File: src/design/rst_seq_defs.svh
// Build-time sizes for the staged reset sequencer
// Included by the packages and by any module that sizes logic from these values

`ifndef RST_SEQ_DEFS_SVH
`define RST_SEQ_DEFS_SVH

// Pipeline shape
`define RST_N_STAGES 3        // Stages released in order 0 -> 2
`define RST_IP_NUM 4          // IP resets formed per stage
`define RST_SRC_NUM 2         // Maskable hardware reset sources per stage

// Release timing
`define RST_SYNC_DEPTH 3      // Flops in each release synchronizer
`define RST_STRETCH_W 12      // Up to 4095 extra cycles of stretch

// Bit k set builds a synchronizer and stretcher in stage k
// Stage 0 follows the top reset combinationally
`define RST_STRETCH_MASK 3'b110

`endif

File: src/design/rst_cfg_pkg.sv
// Configuration types of the reset sequencer
// Stretch counts and hardware source vectors, single stage and per-stage arrays

`include "rst_seq_defs.svh"

package rst_cfg_pkg;

  // Release stretch in i_clk cycles, zero bypasses the stretcher
  typedef logic [`RST_STRETCH_W-1:0] stretch_t;

  // One bit per hardware source
  // Same shape for the active-low source resets and their masks
  typedef logic [`RST_SRC_NUM-1:0] src_vec_t;

  // Per-stage arrays as seen at the top, index = stage number
  typedef stretch_t [`RST_N_STAGES-1:0] stretch_arr_t;
  typedef src_vec_t [`RST_N_STAGES-1:0] src_arr_t;

endpackage

File: src/design/rst_ip_pkg.sv
// Per-IP types of the reset sequencer
// Used for IP resets, software resets, force bits and acknowledges

`include "rst_seq_defs.svh"

package rst_ip_pkg;

  // One bit per IP in a stage
  typedef logic [`RST_IP_NUM-1:0] ip_vec_t;

  // IP vectors of all stages, index = stage number
  typedef ip_vec_t [`RST_N_STAGES-1:0] ip_arr_t;

endpackage

File: src/design/rst_n_sync.sv
// Reset synchronizer, asserts asynchronously and releases after DEPTH edges of i_clk
// In test mode the output is taken straight from i_test_rst_n

module rst_n_sync #(
  parameter int unsigned DEPTH = 2  // Number of flops in the chain
) (
  input  logic i_clk,
  input  logic i_rst_n,       // Async assert, sync release
  input  logic i_test_mode,
  input  logic i_test_rst_n,  // Replaces the synced reset in test mode
  output logic o_rst_n
);

  logic [DEPTH-1:0] sync_q;  // Bit 0 samples first

  if (DEPTH < 2) begin : g_depth_check
    $error("rst_n_sync needs at least two flops");
  end

  // Chain clears on assert, fills with ones after release
  always_ff @(posedge i_clk, negedge i_rst_n) begin
    if (!i_rst_n) begin
      sync_q <= '0;
    end else begin
      sync_q <= {sync_q[DEPTH-2:0], 1'b1};
    end
  end

  assign o_rst_n = i_test_mode ? i_test_rst_n : sync_q[DEPTH-1];  // DFT bypass

  // Functional release needs the input high now and DEPTH-1 edges back
  a_release_after_depth: assert property (@(posedge i_clk)
    (o_rst_n && !i_test_mode) |-> (i_rst_n && $past(i_rst_n, DEPTH-1)));

endmodule

File: src/design/rst_stage_block.sv
// One stage of the reset sequencer
// Merges reset inputs, optionally syncs and stretches release, forms IP resets and ack
// Chain o_rst_n into the next stage's i_rst_n to order the release

`include "rst_seq_defs.svh"

module rst_stage_block #(
  parameter bit USE_STRETCH = 1'b0  // Build synchronizer and stretch counter
) (
  input  logic                  i_clk,
  input  logic                  i_test_mode,
  input  logic                  i_test_rst_n,
  input  rst_cfg_pkg::stretch_t i_stretch_cycles,  // Extra release delay
  input  logic                  i_rst_n,           // Broadcast or upstream stage reset
  input  logic                  i_rst_req_n,       // Software request for the whole stage
  input  rst_cfg_pkg::src_vec_t i_rst_src_n,       // Hardware sources, active low
  input  rst_cfg_pkg::src_vec_t i_mask_rst_src,    // Set to ignore a source
  input  rst_ip_pkg::ip_vec_t   i_rst_ip_force,    // Hold one IP in reset
  input  rst_ip_pkg::ip_vec_t   i_rst_ip_sw_n,     // Per-IP software reset
  input  rst_ip_pkg::ip_vec_t   i_ack_ip,          // High while the IP reports reset
  output logic                  o_rst_n,           // Next stage reset
  output logic                  o_rst_ack_n,       // Low when every IP acknowledges
  output rst_ip_pkg::ip_vec_t   o_rst_ip_n
);

  import rst_cfg_pkg::*;

  logic rst_stage_in_n;  // Merged reset before sync and stretch
  logic rst_stage_n;     // Stage reset driving the IPs
  logic all_ack;

  // Any input low asserts the stage, a masked source is forced high
  assign rst_stage_in_n = i_rst_n & i_rst_req_n & (&(i_rst_src_n | i_mask_rst_src));

  if (USE_STRETCH) begin : g_stretch
    logic     rst_sync_n;      // Synced merged reset, or test reset
    logic     rst_bypass_n;    // Used when the stretch value is zero
    logic     stretch_cnt_en;  // High while the stretch is still running
    logic     stretch_done;
    stretch_t stretch_cnt;

    rst_n_sync #(
      .DEPTH        (`RST_SYNC_DEPTH)
    ) u_rst_n_sync (
      .i_clk        (i_clk),
      .i_rst_n      (rst_stage_in_n),
      .i_test_mode  (i_test_mode),
      .i_test_rst_n (i_test_rst_n),
      .o_rst_n      (rst_sync_n)
    );

    // >= so a stretch value lowered mid-count still terminates
    assign stretch_done = (stretch_cnt >= i_stretch_cycles);

    always_ff @(posedge i_clk, negedge rst_sync_n) begin
      if (!rst_sync_n) begin
        stretch_cnt_en <= 1'b1;  // Restart on every assertion
      end else if (stretch_done) begin
        stretch_cnt_en <= 1'b0;  // Releases the stage on the next cycle
      end
    end

    always_ff @(posedge i_clk, negedge rst_sync_n) begin
      if (!rst_sync_n) begin
        stretch_cnt <= '0;
      end else if (stretch_cnt_en && !stretch_done) begin
        stretch_cnt <= stretch_cnt + stretch_t'(1);  // Holds at the stretch value
      end
    end

    // Zero stretch skips the synchronizer except in test mode,
    // where the test reset keeps full control of the stage
    assign rst_bypass_n = i_test_mode ? rst_sync_n : rst_stage_in_n;
    assign rst_stage_n  = (i_stretch_cycles == '0) ? rst_bypass_n : ~stretch_cnt_en;

    // Count stays in range while it runs, a larger count would wrap and release late
    a_cnt_in_range: assert property (@(posedge i_clk) disable iff (!rst_sync_n)
      stretch_cnt_en |-> (stretch_cnt <= i_stretch_cycles));

  end else begin : g_no_stretch
    assign rst_stage_n = rst_stage_in_n;  // Release follows the merged input directly
  end

  // IP reset = stage reset AND sw reset AND NOT force
  assign o_rst_ip_n = {`RST_IP_NUM{rst_stage_n}} & i_rst_ip_sw_n & ~i_rst_ip_force;

  assign all_ack     = &i_ack_ip;
  assign o_rst_ack_n = ~all_ack;
  // Stage fully in reset holds every later stage in reset as well
  assign o_rst_n     = rst_stage_n & ~all_ack;

  // Merged input held low for a full cycle keeps the IPs and the next stage in reset
  a_held_while_merged_low: assert property (@(posedge i_clk)
    (!i_test_mode && !rst_stage_in_n && $past(!rst_stage_in_n))
    |-> (!o_rst_n && o_rst_ip_n == '0));

endmodule

File: src/design/rst_seq_top.sv
// Top of the staged reset sequencer
// Chains the stages so stage k releases only after stage k-1, done is the last stage

`include "rst_seq_defs.svh"

module rst_seq_top (
  input  logic                          i_clk,
  input  logic                          rst_sync_n,        // Power-on reset into stage 0
  input  logic                          i_test_mode,
  input  logic                          i_test_rst_n,
  input  rst_cfg_pkg::stretch_arr_t     i_stretch_cycles,
  input  logic [`RST_N_STAGES-1:0]      i_rst_req_n,       // One request per stage
  input  rst_cfg_pkg::src_arr_t         i_rst_src_n,
  input  rst_cfg_pkg::src_arr_t         i_mask_rst_src,
  input  rst_ip_pkg::ip_arr_t           i_rst_ip_force,
  input  rst_ip_pkg::ip_arr_t           i_rst_ip_sw_n,
  input  rst_ip_pkg::ip_arr_t           i_ack_ip,
  output rst_ip_pkg::ip_arr_t           o_rst_ip_n,
  output logic [`RST_N_STAGES-1:0]      o_rst_ack_n,       // One ack per stage
  output logic                          o_rst_done_n       // Last stage released
);

  localparam bit [`RST_N_STAGES-1:0] STRETCH_MASK = `RST_STRETCH_MASK;

  // Element k feeds stage k, element k+1 comes out of it
  logic [`RST_N_STAGES:0] stage_rst_n;

  assign stage_rst_n[0] = rst_sync_n;

  for (genvar k = 0; k < `RST_N_STAGES; k++) begin : g_stage
    rst_stage_block #(
      .USE_STRETCH      (STRETCH_MASK[k])
    ) u_stage (
      .i_clk            (i_clk),
      .i_test_mode      (i_test_mode),
      .i_test_rst_n     (i_test_rst_n),
      .i_stretch_cycles (i_stretch_cycles[k]),
      .i_rst_n          (stage_rst_n[k]),      // Upstream stage or top reset
      .i_rst_req_n      (i_rst_req_n[k]),
      .i_rst_src_n      (i_rst_src_n[k]),
      .i_mask_rst_src   (i_mask_rst_src[k]),
      .i_rst_ip_force   (i_rst_ip_force[k]),
      .i_rst_ip_sw_n    (i_rst_ip_sw_n[k]),
      .i_ack_ip         (i_ack_ip[k]),
      .o_rst_n          (stage_rst_n[k+1]),    // Into the next stage
      .o_rst_ack_n      (o_rst_ack_n[k]),
      .o_rst_ip_n       (o_rst_ip_n[k])
    );
  end

  assign o_rst_done_n = stage_rst_n[`RST_N_STAGES];  // Sum of all stage delays

endmodule

File: config.mk
export PLATFORM = sky130hd
export DESIGN_NAME = rst_seq_top
export DESIGN_NICKNAME = d
export VERILOG_FILES = /design/src/design/rst_cfg_pkg.sv /design/src/design/rst_ip_pkg.sv /design/src/design/rst_n_sync.sv /design/src/design/rst_stage_block.sv /design/src/design/rst_seq_top.sv
export VERILOG_INCLUDE_DIRS = /design/src /design/src/design
export SDC_FILE = /design/constraint.sdc
export NUM_CORES = 1
export LEC_CHECK = 0
export BUFFER_PORTS_ARGS = -buffer_cell sky130_fd_sc_hd__buf_2
export CAP_MARGIN = 30
export CORE_ASPECT_RATIO = 1.4
export CORE_UTILIZATION = 45
export DETAILED_ROUTE_END_ITERATION = 10
export GPL_TIMING_DRIVEN = 0
export PLACE_DENSITY = 0.78
export RECOVER_POWER = 25
export SYNTH_ARGS = -nofsm -noshare
export SYNTH_HDL_FRONTEND = slang
export SYNTH_HIERARCHICAL = 1
export SYNTH_SLANG_ARGS = --single-unit
File: constraint.sdc
create_clock -name i_clk -period 4.6 [get_ports i_clk]
set_clock_uncertainty 0.05 [all_clocks]
set_input_delay 0 -clock i_clk [delete_from_list [all_inputs] [get_ports i_clk]]
set_output_delay 0 -clock i_clk [all_outputs]
set_load 0.01 [all_outputs]
==> results.sh <==
export IMPL_coreArea_sq_um=4880
export IMPL_area_growth_pct=33.2
export IMPL_first_global_vias=2208
export IMPL_outcome="complete, no violations"
export IMPL_die_h_um=86.4
export IMPL_clk_pin_slew_ps=60
export IMPL_drv_cap=0
export IMPL_relSlewSlack_pct=60.0
export IMPL_antenna_cells=0
export IMPL_r2r_slack_ps=1990
export IMPL_cts_htree_levels=2
export IMPL_layout_drive_gt1_share_pct=32.7
export IMPL_finalCriticalPeriod_ps=3180
export IMPL_cts_root_buf="clkbuf_8"
export IMPL_hold_viol=0
export IMPL_r2r_cells=9
export IMPL_vdd_ir_drop_max_v=0.000283
export IMPL_grt_usage_pct=22.6
export IMPL_p_seq_share_pct=36.4
export IMPL_wl_per_cell_um=12.8
export IMPL_rsz0062_at_grt="false"
export IMPL_leakage_nw=1.58
export IMPL_worstSetupEndpoint="o_rst_ip_n[9]"
export IMPL_place_gp_congestion=0.812
export IMPL_yosys_area_top_type="dfrtp_1"
export IMPL_clkPwrFrac_pct=23.0
export IMPL_pre_cts_ws_ps=2170
export IMPL_postRouteAntennaNets=0
export IMPL_netlist_area_leader_share_pct=32.8
export IMPL_crit_buf_inv=3
export IMPL_period_share_pct=69.1
export IMPL_powerDensity_nw_per_um2=421
export IMPL_synthesis_area_sq_um=2290
export IMPL_critPathRequiredTime_ps=4550
export IMPL_vias_per_cell=5.11
export IMPL_gr_usage_met3_pct=4.21
export IMPL_grt_pass1_wl_um=9580
export IMPL_synth_nets=361
export IMPL_cts_resized_gates=0
export IMPL_cts_made_buffers=5
export IMPL_busiest_layer="met2"
export IMPL_ys_warn_count=6
export IMPL_num_rows=30
export IMPL_portBuffers=94
export IMPL_critPathMaxFanout=14
export IMPL_power_internal_w=0.000823
export IMPL_final_cell_mix="buf_2, inv_1, dfrtp_1"
export IMPL_critPathMaxStageDelay_ps=610
export IMPL_io_pins=107
export IMPL_nets=471
export IMPL_cp_arrival_ps=3130
export IMPL_p_sw_share_pct=35.9
export IMPL_die_w_um=62.3
export IMPL_crit_slowest_cell="mux2_1"
export IMPL_fin_ws_ps=1420
export IMPL_final_util_pct=62.4
export IMPL_numClockSinks=32
export IMPL_critPathCaptureType="output pin"
export IMPL_vias=2143
export IMPL_min_path_type="primary input to async pin"
export IMPL_setup_worst_path_class="primary input to output pin"
export IMPL_cts_tree="done"
export IMPL_power_frac_comb_pct=40.5
export IMPL_cp_depth=12
export IMPL_synth_sequential_area_ratio_pct=35.1
export IMPL_final_common_cell="buf_2"
export IMPL_hpwlAfterDp_um=4360
export IMPL_met1_usage_pct=25.7
export IMPL_start_util_pct=46.9
export IMPL_finalSetupTns_ps=0
export IMPL_ys_ff_latch=32
export IMPL_p_sw_w=0.000460
export IMPL_totalWireLength_um=5380
export IMPL_fp_dieArea_sq_um=5380
export IMPL_synth_avg_cell_area_sq_um=9.37
export IMPL_finalSetupViolCount=0
export IMPL_setup_worst_path_start="i_test_mode"
export IMPL_grt_overflow=0
export IMPL_synthTopCellsByArea="dfrtp_1, ha_1, xnor2_1"
export IMPL_cp_top_family="compound AO/OA/AOI/OAI gates"
export IMPL_globalRouteMet2Util_pct=42.3
export IMPL_worst_pin_slew_ps=594
export IMPL_first_pass_iters=4
export IMPL_drc_errors=0
export IMPL_timing_fmax_mhz=315
export IMPL_grt_max_degree=15
export IMPL_dr_first_iter_drc_count=46
export IMPL_synthDistinctLibCells=28
export IMPL_start_kind="primary input"
export IMPL_antenna_found_initial=0
export IMPL_syn_instance_count=244
export IMPL_crit_path_cell_trace="dlygate4sd3_1 > clkbuf_1 > mux2_1 > nand2_1 > o31ai_1 > o21ai_0 > nor2b_1 > nand2_1 > o31ai_1 > o21ai_0 > nor3b_1 > buf_2"
export IMPL_clk_latency_ps=280
export IMPL_slew_viol_final=0
export IMPL_cts_path_max_buffers=2
-- logic make-up (layout without fill, tap and decap cells) --
kind of cell             Yosys count  count (layout)  synth area share, %
multiplexers                       4               4                 2.63
AO/OA/AOI/OAI                     25              25                 8.53
flip-flops                        32              32                 35.1
XOR/XNOR                          22              22                 8.42
adder cells (fa/ha/maj)           26              26                 14.2
buffers and inverters             34             145                 6.89
AND/OR/NAND/NOR                   99              99                 23.9
other                              2               2                0.328
-- layer usage --
metal / wire, um / share of wire, %
met5: 0 / 0
met4: 76 / 1.4
met3: 218 / 4.1
met2: 2840 / 53
met1: 2240 / 42
-- repair_timing --
item | CTS | global route
hold buffers | 9 | 0
endpoints found under the hold margin | 32 | 0
setup buffers | 0 | 0
-- metrics by stage --
step	total power [W]	hold WS (ps)	cells	instance area (sq um)
floorplan	0.000832	-170	244	2290
global placement	0.000961	-59.9	402	2840
detailed placement	0.000985	-50.0	402	2840
CTS	0.00129	161	419	3050
global route	0.00139	191	419	3050
finish	0.00128	188	419	3050
-- sequential cells by signal, indices dropped and copies added, names as in the netlist --
name                                           flops
g_stage.u_stage/g_stretch.stretch_cnt_en           2
g_stage.u_stage/g_stretch.stretch_cnt             24
g_stage.u_stage/g_stretch.u_rst_n_sync/sync_q      6
-- power by group through the flow --
| stage | clock network [W] | logic (W) | registers (W) |
|---|---|---|---|
| 5_1_grt | 0.000316 | 0.000596 | 0.000481 |
| 6_report | 0.000296 | 0.000520 | 0.000468 |
| 2_1_floorplan | 0 | 0.000390 | 0.000442 |
| 3_5_place_dp | 0 | 0.000516 | 0.000470 |
| 3_3_place_gp | 0 | 0.000493 | 0.000467 |
| 4_1_cts | 0.000301 | 0.000526 | 0.000467 |
-- worst min-delay path, cell delays in order --
cell           delay (ps)
buf_2                  70
o22ai_1                80
nor2_1                 90
dlygate4sd3_1         630
-- worst min path at each step --
| stage | to | slack, ps | cells after the start |
|---|---|---|---|
| after floorplan | async pin | -170 | 2 |
| after global placement | async pin | -60 | 3 |
| after detailed placement | async pin | -50 | 3 |
| after CTS | async pin | 160 | 4 |
| after global routing | async pin | 190 | 4 |
| final | async pin | 190 | 4 |
-- synthesized netlist by cell type --
cell type / instances
o21ai_0: 4
xnor2_1: 22
and4_2: 2
mux2_4: 4
nand3_1: 22
ha_1: 26
dfstp_2: 2
nand4_1: 11
nor3b_1: 9
o31ai_1: 4
and3_1: 6
and3_2: 2
a21boi_1: 2
nand2_1: 16
a21oi_1: 8
dfrtp_1: 30
nor2_1: 15
o22ai_1: 2
conb_1: 2
nand2_2: 2
inv_1: 30
buf_6: 4
nor4b_1: 4
o211ai_2: 1
nor4_1: 8
o21ai_1: 2
nor2b_1: 2
a2111oi_4: 2
-- layout make-up --
type,instances,area (sq um)
buffer,4,45.0
clock buffer,7,96.3
clock inverter,1,30.0
fill,440,1830
inverter,30,113
multi-input combinational,178,1320
sequential,32,803
tap,64,80.1
timing repair buffer,103,556
(Power assumes the default switching activity.)
